[config.mk]
export PLATFORM = sky130hd
export DESIGN_NAME = grn_afu
export DESIGN_NICKNAME = d
export VERILOG_FILES = /design/src/hw/grn_pkg.sv /design/src/hw/grn_afu.sv /design/src/hw/grn_requestor.sv /design/src/hw/transient_fifo.sv /design/src/hw/grn_network.sv /design/src/hw/grn_csr.sv
export SDC_FILE = /design/constraint.sdc
export NUM_CORES = 2
export LEC_CHECK = 0
export BUFFER_PORTS_ARGS = -buffer_cell sky130_fd_sc_hd__clkbuf_2
export CAP_MARGIN = 20
export CORE_UTILIZATION = 56
export CTS_CLUSTER_SIZE = 8
export DETAILED_ROUTE_END_ITERATION = 8
export GPL_TIMING_DRIVEN = 0
export PLACE_DENSITY_LB_ADDON = 0.3
export SYNTH_ARGS = -nofsm -noshare
export SYNTH_HDL_FRONTEND = slang
export SYNTH_SLANG_ARGS = --single-unit
[constraint.sdc]
create_clock -name clk -period 3.6 [get_ports clk]
set_input_delay 0.54 -clock clk [delete_from_list [all_inputs] [get_ports clk]]
set_output_delay 0.54 -clock clk [all_outputs]
set_load 0.005 [all_outputs]
[src/hw/grn_pkg.sv]
/*
 * Shared definitions for the GRN accelerator function unit.
 * Holds the sizes, the AXI4-Lite register map, the response codes, the
 * read FSM encoding and the transient record layout. Every design file
 * refers to these by scoped name.
 */
package grn_pkg;

  // Network size and run limits
  localparam int gene_count = 16;
  localparam int max_steps  = 64;
  localparam int step_width = 6;

  // AXI4-Lite bus sizes
  localparam int addr_width = 12;
  localparam int data_width = 32;

  // Record FIFO between the network and the requestor
  localparam int fifo_depth     = 8;
  localparam int fifo_ptr_width = $clog2(fifo_depth);

  // Register offsets; the memory window spans 0x100 to 0x1FC
  localparam logic [addr_width-1:0] reg_ctrl   = 12'h000;
  localparam logic [addr_width-1:0] reg_seed   = 12'h004;
  localparam logic [addr_width-1:0] reg_steps  = 12'h008;
  localparam logic [addr_width-1:0] reg_status = 12'h00C;
  localparam logic [addr_width-1:0] mem_base   = 12'h100;

  // AXI response codes
  localparam logic [1:0] resp_okay   = 2'b00;
  localparam logic [1:0] resp_slverr = 2'b10;

  // Read FSM states, memory reads pass through rd_wait
  localparam logic [1:0] rd_idle = 2'd0;
  localparam logic [1:0] rd_wait = 2'd1;
  localparam logic [1:0] rd_resp = 2'd2;

  // One transient record per network step
  // The network fills the fields view and the result memory keeps the raw word
  typedef union packed {
    logic [data_width-1:0] raw;
    struct packed {
      logic [9:0]            spare;
      logic [step_width-1:0] step;
      logic [gene_count-1:0] state;
    } fields;
  } transient_t;

endpackage
[src/hw/grn_afu.sv]
/*
 * Top level of the GRN accelerator function unit.
 * The host programs and starts runs through the AXI4-Lite port, then reads
 * the result memory back through the same port. Only wiring lives here.
 */
`timescale 1ns/100ps

module grn_afu (
  input  logic                               clk,
  input  logic                               rst_n,
  input  logic [grn_pkg::addr_width-1:0]     awaddr,
  input  logic                               awvalid,
  output logic                               awready,
  input  logic [grn_pkg::data_width-1:0]     wdata,
  input  logic [grn_pkg::data_width/8-1:0]   wstrb,
  input  logic                               wvalid,
  output logic                               wready,
  output logic [1:0]                         bresp,
  output logic                               bvalid,
  input  logic                               bready,
  input  logic [grn_pkg::addr_width-1:0]     araddr,
  input  logic                               arvalid,
  output logic                               arready,
  output logic [grn_pkg::data_width-1:0]     rdata,
  output logic [1:0]                         rresp,
  output logic                               rvalid,
  input  logic                               rready
);

  // Run control between the CSR block and the datapath
  logic                             start;
  logic [grn_pkg::gene_count-1:0]   seed;
  logic [grn_pkg::step_width:0]     steps;
  logic                             busy;
  logic                             done;
  logic [grn_pkg::step_width:0]     count;
  logic [grn_pkg::step_width-1:0]   mem_rd_addr;
  logic [grn_pkg::data_width-1:0]   mem_rd_data;

  // Producer side of the FIFO
  logic                             push;
  grn_pkg::transient_t              push_record;
  logic                             push_last;
  logic                             full;

  // Consumer side of the FIFO
  logic                             pop;
  logic                             pop_valid;
  grn_pkg::transient_t              pop_record;
  logic                             pop_last;

  grn_csr u_grn_csr (
    .clk(clk), .rst_n(rst_n),
    .awaddr(awaddr), .awvalid(awvalid), .awready(awready),
    .wdata(wdata), .wstrb(wstrb), .wvalid(wvalid), .wready(wready),
    .bresp(bresp), .bvalid(bvalid), .bready(bready),
    .araddr(araddr), .arvalid(arvalid), .arready(arready),
    .rdata(rdata), .rresp(rresp), .rvalid(rvalid), .rready(rready),
    .start(start), .seed(seed), .steps(steps), .busy(busy), .done(done),
    .count(count), .mem_rd_addr(mem_rd_addr), .mem_rd_data(mem_rd_data)
  );

  grn_network u_grn_network (
    .clk(clk), .rst_n(rst_n), .start(start), .seed(seed), .steps(steps),
    .full(full), .push(push), .push_record(push_record),
    .push_last(push_last), .busy(busy)
  );

  transient_fifo u_transient_fifo (
    .clk(clk), .rst_n(rst_n),
    .push(push), .push_record(push_record), .push_last(push_last), .full(full),
    .pop(pop), .pop_valid(pop_valid), .pop_record(pop_record), .pop_last(pop_last)
  );

  grn_requestor u_grn_requestor (
    .clk(clk), .rst_n(rst_n), .start(start),
    .pop_valid(pop_valid), .pop_record(pop_record), .pop_last(pop_last), .pop(pop),
    .done(done), .count(count), .mem_rd_addr(mem_rd_addr), .mem_rd_data(mem_rd_data)
  );

endmodule

[src/hw/grn_requestor.sv]
/*
 * Consumer side of the record FIFO.
 * Stores every record in the result memory at its step index, counts the
 * records of the current run and raises done on the last one. The CSR block
 * reads the memory through a registered port with one cycle of latency.
 */
`timescale 1ns/100ps

module grn_requestor (
  input  logic                             clk,
  input  logic                             rst_n,
  input  logic                             start,
  input  logic                             pop_valid,
  input  grn_pkg::transient_t              pop_record,
  input  logic                             pop_last,
  output logic                             pop,
  output logic                             done,
  output logic [grn_pkg::step_width:0]     count,
  input  logic [grn_pkg::step_width-1:0]   mem_rd_addr,
  output logic [grn_pkg::data_width-1:0]   mem_rd_data
);

  // Result memory, one raw record word per step
  logic [grn_pkg::data_width-1:0] result_mem [grn_pkg::max_steps];

  // One write per cycle keeps up with any producer rate
  assign pop = pop_valid;

  // Run bookkeeping
  always_ff @(posedge clk) begin
    if (!rst_n) begin
      done  <= 1'b0;
      count <= '0;
    end else if (start) begin
      // A new run starts from an empty count
      done  <= 1'b0;
      count <= '0;
    end else if (pop) begin
      count <= count + 1'b1;
      if (pop_last) begin
        done <= 1'b1;
      end
    end
  end

  // The step field of a record picks its word
  always_ff @(posedge clk) begin
    if (pop) begin
      result_mem[pop_record.fields.step] <= pop_record.raw;
    end
  end

  // Registered read port
  always_ff @(posedge clk) begin
    mem_rd_data <= result_mem[mem_rd_addr];
  end

endmodule

[src/hw/transient_fifo.sv]
/*
 * Synchronous FIFO carrying transient records and their last flag.
 * Sits between the network and the requestor, and is the only buffer
 * between them. Pop takes effect in the same cycle that it is high.
 */
`timescale 1ns/100ps

module transient_fifo (
  input  logic                 clk,
  input  logic                 rst_n,
  input  logic                 push,
  input  grn_pkg::transient_t  push_record,
  input  logic                 push_last,
  output logic                 full,
  input  logic                 pop,
  output logic                 pop_valid,
  output grn_pkg::transient_t  pop_record,
  output logic                 pop_last
);

  logic [grn_pkg::fifo_ptr_width-1:0]  wr_ptr;
  logic [grn_pkg::fifo_ptr_width-1:0]  rd_ptr;
  logic [grn_pkg::fifo_ptr_width:0]    fill;
  grn_pkg::transient_t                 rec_mem [grn_pkg::fifo_depth];
  logic                                last_mem [grn_pkg::fifo_depth];

  assign full       = fill == (grn_pkg::fifo_ptr_width+1)'(grn_pkg::fifo_depth);
  assign pop_valid  = fill != '0;
  assign pop_record = rec_mem[rd_ptr];
  assign pop_last   = last_mem[rd_ptr];

  // Pointers wrap on their own since the depth is a power of two
  always_ff @(posedge clk) begin
    if (!rst_n) begin
      wr_ptr <= '0;
      rd_ptr <= '0;
      fill   <= '0;
    end else begin
      if (push) begin
        wr_ptr <= wr_ptr + 1'b1;
      end
      if (pop) begin
        rd_ptr <= rd_ptr + 1'b1;
      end
      case ({push, pop})
        2'b10:   fill <= fill + 1'b1;
        2'b01:   fill <= fill - 1'b1;
        default: fill <= fill;
      endcase
    end
  end

  // Storage
  always_ff @(posedge clk) begin
    if (push) begin
      rec_mem[wr_ptr]  <= push_record;
      last_mem[wr_ptr] <= push_last;
    end
  end

  assert property (@(posedge clk) disable iff (!rst_n) push |-> !full)
    else $error("push into a full FIFO");

  assert property (@(posedge clk) disable iff (!rst_n) pop |-> pop_valid)
    else $error("pop from an empty FIFO");

endmodule

[src/hw/grn_network.sv]
/*
 * Boolean network stepper for 16 genes.
 * A start pulse loads the seed, and each accepted push advances the state by
 * one step of the update rule. One record is offered per step; the record
 * and the state hold while the FIFO is full.
 */
`timescale 1ns/100ps

module grn_network (
  input  logic                             clk,
  input  logic                             rst_n,
  input  logic                             start,
  input  logic [grn_pkg::gene_count-1:0]   seed,
  input  logic [grn_pkg::step_width:0]     steps,
  input  logic                             full,
  output logic                             push,
  output grn_pkg::transient_t              push_record,
  output logic                             push_last,
  output logic                             busy
);

  logic [grn_pkg::gene_count-1:0]  state_q;
  logic [grn_pkg::gene_count-1:0]  state_next;
  logic [grn_pkg::step_width-1:0]  step_q;
  logic [grn_pkg::step_width-1:0]  last_step;
  logic [grn_pkg::step_width:0]    steps_m1;

  // Gene i takes gene i+1 xor (gene i+3 and not gene i+5), indices wrap
  always_comb begin
    for (int i = 0; i < grn_pkg::gene_count; i++) begin
      state_next[i] = state_q[(i+1) % grn_pkg::gene_count] ^
                      (state_q[(i+3) % grn_pkg::gene_count] &
                       ~state_q[(i+5) % grn_pkg::gene_count]);
    end
  end

  // Steps is 1 to 64, so the final index always fits the step field
  assign steps_m1 = steps - 1'b1;

  assign push      = busy && !full;
  assign push_last = step_q == last_step;

  // Records are built field by field
  always_comb begin
    push_record.fields.spare = '0;
    push_record.fields.step  = step_q;
    push_record.fields.state = state_q;
  end

  // Run control and step counter
  always_ff @(posedge clk) begin
    if (!rst_n) begin
      busy      <= 1'b0;
      step_q    <= '0;
      last_step <= '0;
    end else if (start && !busy) begin
      busy      <= 1'b1;
      step_q    <= '0;
      last_step <= steps_m1[grn_pkg::step_width-1:0];
    end else if (push && push_last) begin
      busy <= 1'b0;
    end else if (push) begin
      step_q <= step_q + 1'b1;
    end
  end

  // Gene state advances only when its record has been taken
  always_ff @(posedge clk) begin
    if (start && !busy) begin
      state_q <= seed;
    end else if (push && !push_last) begin
      state_q <= state_next;
    end
  end

  // Back-pressure must not lose or alter the pending record
  assert property (@(posedge clk) disable iff (!rst_n) busy && full |=> $stable(push_record))
    else $error("push_record changed while the FIFO was full");

endmodule

[src/hw/grn_csr.sv]
/*
 * AXI4-Lite register front end of the GRN unit.
 * Holds the seed and step count, issues the start pulse and reports status.
 * Reads in the 0x100 window are served from the result memory through a
 * registered read port, so they take one extra wait cycle.
 */
`timescale 1ns/100ps

module grn_csr (
  input  logic                                 clk,
  input  logic                                 rst_n,
  input  logic [grn_pkg::addr_width-1:0]       awaddr,
  input  logic                                 awvalid,
  output logic                                 awready,
  input  logic [grn_pkg::data_width-1:0]       wdata,
  input  logic [grn_pkg::data_width/8-1:0]     wstrb,
  input  logic                                 wvalid,
  output logic                                 wready,
  output logic [1:0]                           bresp,
  output logic                                 bvalid,
  input  logic                                 bready,
  input  logic [grn_pkg::addr_width-1:0]       araddr,
  input  logic                                 arvalid,
  output logic                                 arready,
  output logic [grn_pkg::data_width-1:0]       rdata,
  output logic [1:0]                           rresp,
  output logic                                 rvalid,
  input  logic                                 rready,
  output logic                                 start,
  output logic [grn_pkg::gene_count-1:0]       seed,
  output logic [grn_pkg::step_width:0]         steps,
  input  logic                                 busy,
  input  logic                                 done,
  input  logic [grn_pkg::step_width:0]         count,
  output logic [grn_pkg::step_width-1:0]       mem_rd_addr,
  input  logic [grn_pkg::data_width-1:0]       mem_rd_data
);

  logic                            aw_hs;
  logic                            ar_hs;
  logic [grn_pkg::data_width-1:0]  wr_old;
  logic [grn_pkg::data_width-1:0]  wr_word;
  logic                            steps_legal;
  logic                            run_pending;
  logic [1:0]                      rd_state;
  logic                            rd_is_mem;

  // AW and W are taken together, and only while no response is waiting
  assign aw_hs   = awvalid && wvalid && !bvalid;
  assign awready = aw_hs;
  assign wready  = aw_hs;

  // Merge the written bytes over the current register value
  always_comb begin
    case (awaddr)
      grn_pkg::reg_seed:  wr_old = {{(grn_pkg::data_width-grn_pkg::gene_count){1'b0}}, seed};
      grn_pkg::reg_steps: wr_old = {{(grn_pkg::data_width-grn_pkg::step_width-1){1'b0}}, steps};
      default:            wr_old = '0;
    endcase
    for (int b = 0; b < grn_pkg::data_width/8; b++) begin
      wr_word[8*b +: 8] = wstrb[b] ? wdata[8*b +: 8] : wr_old[8*b +: 8];
    end
  end

  // A step count outside 1 to max_steps is refused
  assign steps_legal = (wr_word != '0) &&
                       (wr_word <= grn_pkg::data_width'(grn_pkg::max_steps));

  // Write FSM, bvalid itself marks the response state
  always_ff @(posedge clk) begin
    if (!rst_n) begin
      bvalid      <= 1'b0;
      bresp       <= grn_pkg::resp_okay;
      start       <= 1'b0;
      run_pending <= 1'b0;
      seed        <= '0;
      steps       <= (grn_pkg::step_width+1)'(1);
    end else begin
      start <= 1'b0;
      if (bvalid && bready) begin
        bvalid <= 1'b0;
      end
      // The run stays pending until the requestor reports done
      // The old done is still high while the new start pulse is out
      if (done && !start) begin
        run_pending <= 1'b0;
      end
      if (aw_hs) begin
        bvalid <= 1'b1;
        bresp  <= grn_pkg::resp_okay;
        case (awaddr)
          grn_pkg::reg_ctrl: begin
            // A start during a run is accepted on the bus but dropped
            if (wr_word[0] && !busy && !run_pending) begin
              start       <= 1'b1;
              run_pending <= 1'b1;
            end
          end
          grn_pkg::reg_seed: begin
            seed <= wr_word[grn_pkg::gene_count-1:0];
          end
          grn_pkg::reg_steps: begin
            if (steps_legal) begin
              steps <= wr_word[grn_pkg::step_width:0];
            end else begin
              bresp <= grn_pkg::resp_slverr;
            end
          end
          // Status, memory and unmapped offsets are not writable
          default: bresp <= grn_pkg::resp_slverr;
        endcase
      end
    end
  end

  assign ar_hs     = arvalid && (rd_state == grn_pkg::rd_idle);
  assign arready   = ar_hs;
  assign rd_is_mem = araddr[grn_pkg::addr_width-1:8] == grn_pkg::mem_base[grn_pkg::addr_width-1:8];

  // The requestor registers this address, data comes back in rd_wait
  assign mem_rd_addr = araddr[grn_pkg::step_width+1:2];

  // Read FSM
  always_ff @(posedge clk) begin
    if (!rst_n) begin
      rd_state <= grn_pkg::rd_idle;
      rvalid   <= 1'b0;
    end else begin
      case (rd_state)
        grn_pkg::rd_idle: begin
          if (ar_hs && rd_is_mem) begin
            rd_state <= grn_pkg::rd_wait;
          end else if (ar_hs) begin
            rvalid   <= 1'b1;
            rd_state <= grn_pkg::rd_resp;
          end
        end
        grn_pkg::rd_wait: begin
          rvalid   <= 1'b1;
          rd_state <= grn_pkg::rd_resp;
        end
        grn_pkg::rd_resp: begin
          if (rready) begin
            rvalid   <= 1'b0;
            rd_state <= grn_pkg::rd_idle;
          end
        end
        default: rd_state <= grn_pkg::rd_idle;
      endcase
    end
  end

  // Read data and response, held until the next read
  always_ff @(posedge clk) begin
    if (ar_hs) begin
      rresp <= grn_pkg::resp_okay;
      rdata <= '0;
      case (araddr)
        grn_pkg::reg_ctrl:  rdata <= '0;
        grn_pkg::reg_seed:  rdata <= {{(grn_pkg::data_width-grn_pkg::gene_count){1'b0}}, seed};
        grn_pkg::reg_steps: rdata <= {{(grn_pkg::data_width-grn_pkg::step_width-1){1'b0}}, steps};
        // Busy in bit 0, done in bit 1, count in bits 14:8
        grn_pkg::reg_status: rdata <= {{(grn_pkg::data_width-15){1'b0}}, count, 6'b0, done, busy};
        default: begin
          if (!rd_is_mem) begin
            rresp <= grn_pkg::resp_slverr;
          end
        end
      endcase
    end else if (rd_state == grn_pkg::rd_wait) begin
      rdata <= mem_rd_data;
    end
  end

  // Each write response must trace back to an AW and W handshake
  assert property (@(posedge clk) disable iff (!rst_n) $rose(bvalid) |-> $past(aw_hs))
    else $error("bvalid rose without a write handshake");

endmodule

# Word level (Yosys, flattened, before mapping)
# Memories as Yosys holds them, arrays and structs flattened. A register that Yosys moved wholly into a read port is not among the register bits.
# Index checks and enable logic that the tools add are counted.
# op_classes
add_sub_neg,7
n_lt_le_gt_ge,1
n_eq_ne,16
n_mux,39
n_bitwise,50
reduce_logical,41
# ops
op,n
$mux 32,2
$pmux 16 s3,1
$eq 12x4->1 const B,3
$le 32x7->1 const B,1
$mux 16,2
$mux 8,4
$pmux 16 s2,1
$reduce_bool 32->1,1
$eq 12x3->1 const B,2
$logic_not 12->1,2
$not 1->1,18
$and 1x1->1,16
$mux 1,16
$xor 1x1->1,16
$logic_and 1x1->1,13
$mux 3,4
$mux 2,5
$reduce_bool 2->1,5
$pmux 4 s2,1
$reduce_and 2->1,4
$add 7x1->7 const B,1
$add 3x1->3 const B,2
$add 6x1->6 const B,1
$eq 6x6->1,1
other kinds (21),32
# totals
register_bits,112
mem_bits_rw,2232
in_bits,67
output_inout_bits,41
elab_cells,176
mem_count,3
# memory_table
memory,words,width,read_ports,rd_clocked_by_memory_dff,wr,line_no,rtl
u_grn_requestor.result_mem,64,32,1,1,1,grn_requestor.sv:24,logic [grn_pkg::data_width-1:0] result_mem [grn_pkg::max_steps];
u_transient_fifo.rec_mem,8,22,1,1,1,transient_fifo.sv:24,grn_pkg::transient_t rec_mem [grn_pkg::fifo_depth];
u_transient_fifo.last_mem,8,1,1,1,1,transient_fifo.sv:25,logic last_mem [grn_pkg::fifo_depth];

# Longest topological paths before layout
# logic_depth
depth_word,8
depth_mapped,12
mapped_depth_nobuf,11

# Modules after synthesis
# A second synthesis with hierarchy kept.
# hier_totals
cells_unflattened,4421
hier_area_um2,94331.7
# modules_own_cells
mod,n_inst,cells_per_inst,area_each_um2,seq_area_each_um2
grn_requestor,1,3462,78874.4,62299.8
transient_fifo,1,451,10575.1,8187.9
grn_csr,1,329,3195.6,1591.5
grn_network,1,179,1686.6,740.7

# Worst setup path before layout
# No wires, ideal clock.
# synth_path
kind,register -> register
from,register (tool-made name)
to,memory u_grn_requestor.result_mem[56][0] (netlist bit) (enable)
setup_time_ps,401
arrival_time_ps,3500
required_time_ps,3199
path_slack_ps,-301
path_stages_with_launch,8
path_buffers,2
synth_period_minus_slack_ps,3901
cell_sequence,dfxtp_1 > clkbuf_1 > clkbuf_1 > mux4_2 > mux2i_1 > inv_1 > nand2_1 > nor2_1
# synth_lines
element,line_no
end: declaration,grn_requestor.sv:24

==> results by group <==
Hold path
  • HP Class: primary input to flip-flop
  • Hold path depth: 3
  • Hold path start: wdata[13]

Global route
  • First-pass GRT wire length: 253,000 µm
  • Met2 usage: 47.8%
  • Aggregate global routing overflow: 0
  • GRT Overall Usage: 30.2%
  • Global route hottest layer: met2
  • Number of global-route vias before repair: 34,900
  • Met3 GRT Util: 7.76%
  • Met1 Use GR: 39.5%
  • Pin count of the biggest net entering global routing: 69
  • Initial antenna violation count: 18

Floorplan
  • Die Y: 345 µm
  • Die width: 345 µm
  • Die Area: 119,000 µm²
  • Initial Utilization: 56.6%
  • Core Region: 117,000 µm²
  • Row count: 125
  • I/O pin cnt: 108

Placement
  • GP Congestion: 0.966
  • Hpwl dp: 106,000 µm
  • DP Worst Slack: -1.22 ns
  • Port Buf Inserts: 89
  • Placed instance count: 4,637

STA
  • Skew final: 0.0591 ns
  • Fin worst setup slack: 0.0193 ns
  • Pin slew with the least headroom to its limit: 1.24 ns
  • Max-Slew Margin vs Limit: 17.4%
  • Fmax: 279 MHz
  • Fin Setup TNS: 0 ns
  • Final Max Slew Viols: 0
  • Hold Fails Final Rpt: 0
  • Final Setup Violations: 0
  • Final period util: 99.5%
  • Crit path time final: 3.58 ns
  • RSZ-0062 raised after global routing: no

Clock tree
  • CTS max path bufs: 3
  • CTS tree: built
  • Clk sink count: 1,717
  • Clock network latency to the later pin of the worst-skew pair: 0.83 ns
  • Clk slew on worst S/H paths: 0.05 ns
  • Clock root cell: clkbuf_16
  • H-Tree Depth: 4
  • Total CTS buffers: 232

Power
  • P_leak: 25.0 nW
  • Pwr Total: 49.1 mW
  • Pwr/cell area: 629 nW/µm²
  • Peak VDD IR: 0.000586 V

Routing
  • Vias per std cell: 6.80
  • DR vias: 34,200
  • First drt pass iteration count: 6
  • Post-DR wirelength/cell: 35.4 µm
  • DRT Wirelength: 178,000 µm
  • DR iter-0 viols: 5,121
  • Post-route DRC: 0
  • Post-DRT Antenna Nets: 0

Critical path
  • Crit-path cells: clkbuf_1 > clkbuf_1 > clkbuf_1 > mux4_2 > mux4_2 > mux4_2
  • Critical Path AT: 4.25 ns
  • Worst setup path class: primary input to flip-flop
  • Crit path launch: araddr[3]
  • Family with the most delay on the worst path: buffers and inverters
  • Slowest-stage cell, CP: clkbuf_1
  • CP endpoint kind: flip-flop
  • Worst Setup Start Kind: primary input
  • WP buf/inv: 3
  • Worst path depth: 6
  • Worst endpoint required time: 4.26 ns
  • Critical Path Max Stage Delay: 0.95 ns
  • Worst R2R Path Depth: 7
  • Critical Path Fanout Max: 10

Yosys
  • Synthesized flop and latch total: 1,717
  • Register area share after synthesis: 76.9%
  • Post-Synthesis Cells: 2,922
  • Mapped Area: 66,000 µm²
  • Unique masters post-synth: 48
  • Synth warnings: 0
  • Synth area leader: edfxtp_1
  • Post-Syn Area per Cell: 22.6 µm²
  • Post-synth top area share: 74.3%
  • Synth area leaders: edfxtp_1 (74%), mux4_2 (17%), dfxtp_1 (2.6%)

Finish
  • Fillers: 6,879
  • Final nets: 3,514
  • Final Non-Filler Cells: 5,031
  • Fin util: 67.0%
  • Area Overhead vs Synth: 18.4%
  • Layout cells sized above 1: 34.5%

Job
  • Max Cap Viol: 0

Run status
  • Status: finished clean
-- cell usage after synthesis (all sizes together) --
master and n:
edfxtp 1631, mux4 508, nor2 128, nand2 100
dfxtp 86, clkbuf 82, buf 74, o21ai 38
xnor2 27, a21oi 26, mux2 26, nor2b 24
a22oi 22, xor2 17, nand3 16, nor3 14
and2 12, nor4 11, inv 10, mux2i 10
a211oi 8, ha 8, o31ai 8, nand2b 6
nand4 6, and3 4, clkinv 2, o31a 2
or2 2, or3 2, a2111o 1, a21boi 1
a21o 1, a31o 1, a31oi 1, a32oi 1
conb 1, fa 1, nand3b 1, nor3b 1
o211ai 1, o21a 1
-- where the power goes --
group | internal (mW) | switching [mW] | total, mW
Combinational | 2.03 | 3.93 | 5.97
Sequential | 23.4 | 0.325 | 23.7
Clock | 11.5 | 7.94 | 19.5
-- worst register-to-register path: cells and delay by family, from the launching register on --
kind | cells | cell delay, ns
AND/OR/NAND/NOR | 3 | 1.30
multiplexers | 2 | 1.11
buffers and inverters | 2 | 0.50
flip-flops | 1 | 0.31
-- stage by stage --
step / hold slack, ns / cell area [µm²]
after floorplan: 0.450 / 66000
after global placement: 0.461 / 68300
after detailed placement: 0.480 / 70300
after CTS: 0.00440 / 77900
after global routing: 0.0523 / 78100
final: 0.0565 / 78100
-- path summary, 6_finish.rpt --
check | to | slack (ns)
hold / removal | u_grn_csr.seed[13] | 0.06
setup reg to reg | u_grn_requestor.result_mem[28][10] | 0.05
hold reg to reg | flip-flop | 0.49
setup / recovery | u_grn_requestor.mem_rd_data[5] | 0.02
-- placed cells by master, fill, tap and decap left out, types with 7 or more instances in the layout --
master | Yosys | routed
buf_8 | 0 | 42
nand2_1 | 100 | 84
nor2b_1 | 24 | 22
a211oi_1 | 8 | 8
nor2_4 | 0 | 76
nand3_1 | 16 | 16
nor2_1 | 128 | 57
dlygate4sd3_1 | 0 | 8
buf_2 | 38 | 36
mux4_2 | 508 | 508
mux2i_1 | 10 | 9
diode_2 | 0 | 7
clkbuf_2 | 0 | 91
dfxtp_1 | 86 | 85
edfxtp_1 | 1631 | 1631
clkinv_16 | 0 | 7
nand2_4 | 0 | 8
clkbuf_1 | 82 | 128
mux2_2 | 25 | 16
o21ai_0 | 38 | 37
conb_1 | 1 | 12
mux2_4 | 1 | 9
and2_1 | 12 | 11
buf_12 | 0 | 37
buf_4 | 16 | 70
a22oi_1 | 22 | 22
ha_1 | 8 | 8
nor3_1 | 13 | 9
buf_1 | 16 | 16
nor4_1 | 10 | 9
buf_16 | 0 | 21
xor2_1 | 17 | 17
xnor2_1 | 27 | 27
a21oi_1 | 26 | 26
clkbuf_16 | 0 | 233
buf_6 | 4 | 17
o31ai_1 | 8 | 8
inv_1 | 10 | 9
-- sequential cells by signal, indices dropped and copies added, names as in the netlist, 7 cells and up, named ones only --
register,cells
u_grn_csr.rdata,22
u_grn_csr.seed,16
u_grn_csr.steps,7
u_grn_network.state_q,16
u_grn_requestor.count,7
u_grn_requestor.mem_rd_data,22
u_grn_requestor.result_mem,1408
u_transient_fifo.last_mem,8
u_transient_fifo.rec_mem,176
-- kinds of logic (layout without fill, tap and decap cells) --
kind of cell | after synthesis | in the layout | share of synthesized area, %
flip-flops | 1717 | 1717 | 76.9
multiplexers | 544 | 544 | 17.9
AND/OR/NAND/NOR | 327 | 335 | 2.20
buffers and inverters | 168 | 727 | 1.16
AO/OA/AOI/OAI | 112 | 112 | 1.04
XOR/XNOR | 44 | 44 | 0.584
adder cells (fa/ha/maj) | 9 | 9 | 0.182
other | 1 | 19 | 0.00569
-- final cells by class --
class / count / area (µm²) / share of cell area [%]
Timing Repair Buffer: 264 / 3020 / 3.87
Inverter: 12 / 47.5 / 0.0609
Clock buffer: 282 / 6010 / 7.70
Tap cell: 1524 / 1910 / 2.44
Multi-Input combinational cell: 1056 / 15400 / 19.7
Clock inverter: 14 / 293 / 0.375
Antenna cell: 7 / 17.5 / 0.0224
Buffer: 155 / 731 / 0.936
Sequential cell: 1717 / 50700 / 64.9
-- repair_timing --
action                     4_1_cts  5_1_grt
gates cloned                     8        0
setup endpoints to repair     1484     1048
hold buffers                     8        0
hold endpoints to repair         8        0
setup buffers                   63       11
pin swaps                       40        3
gates resized for setup        106       10
-- routing by layer --
layer  wire [µm]  up-vias
li1            -    13200
met1       62600    17800
met2       85600     2637
met3       19800      511
met4        9730       20
met5         249        -
Power figures use the tool's default switching activity.
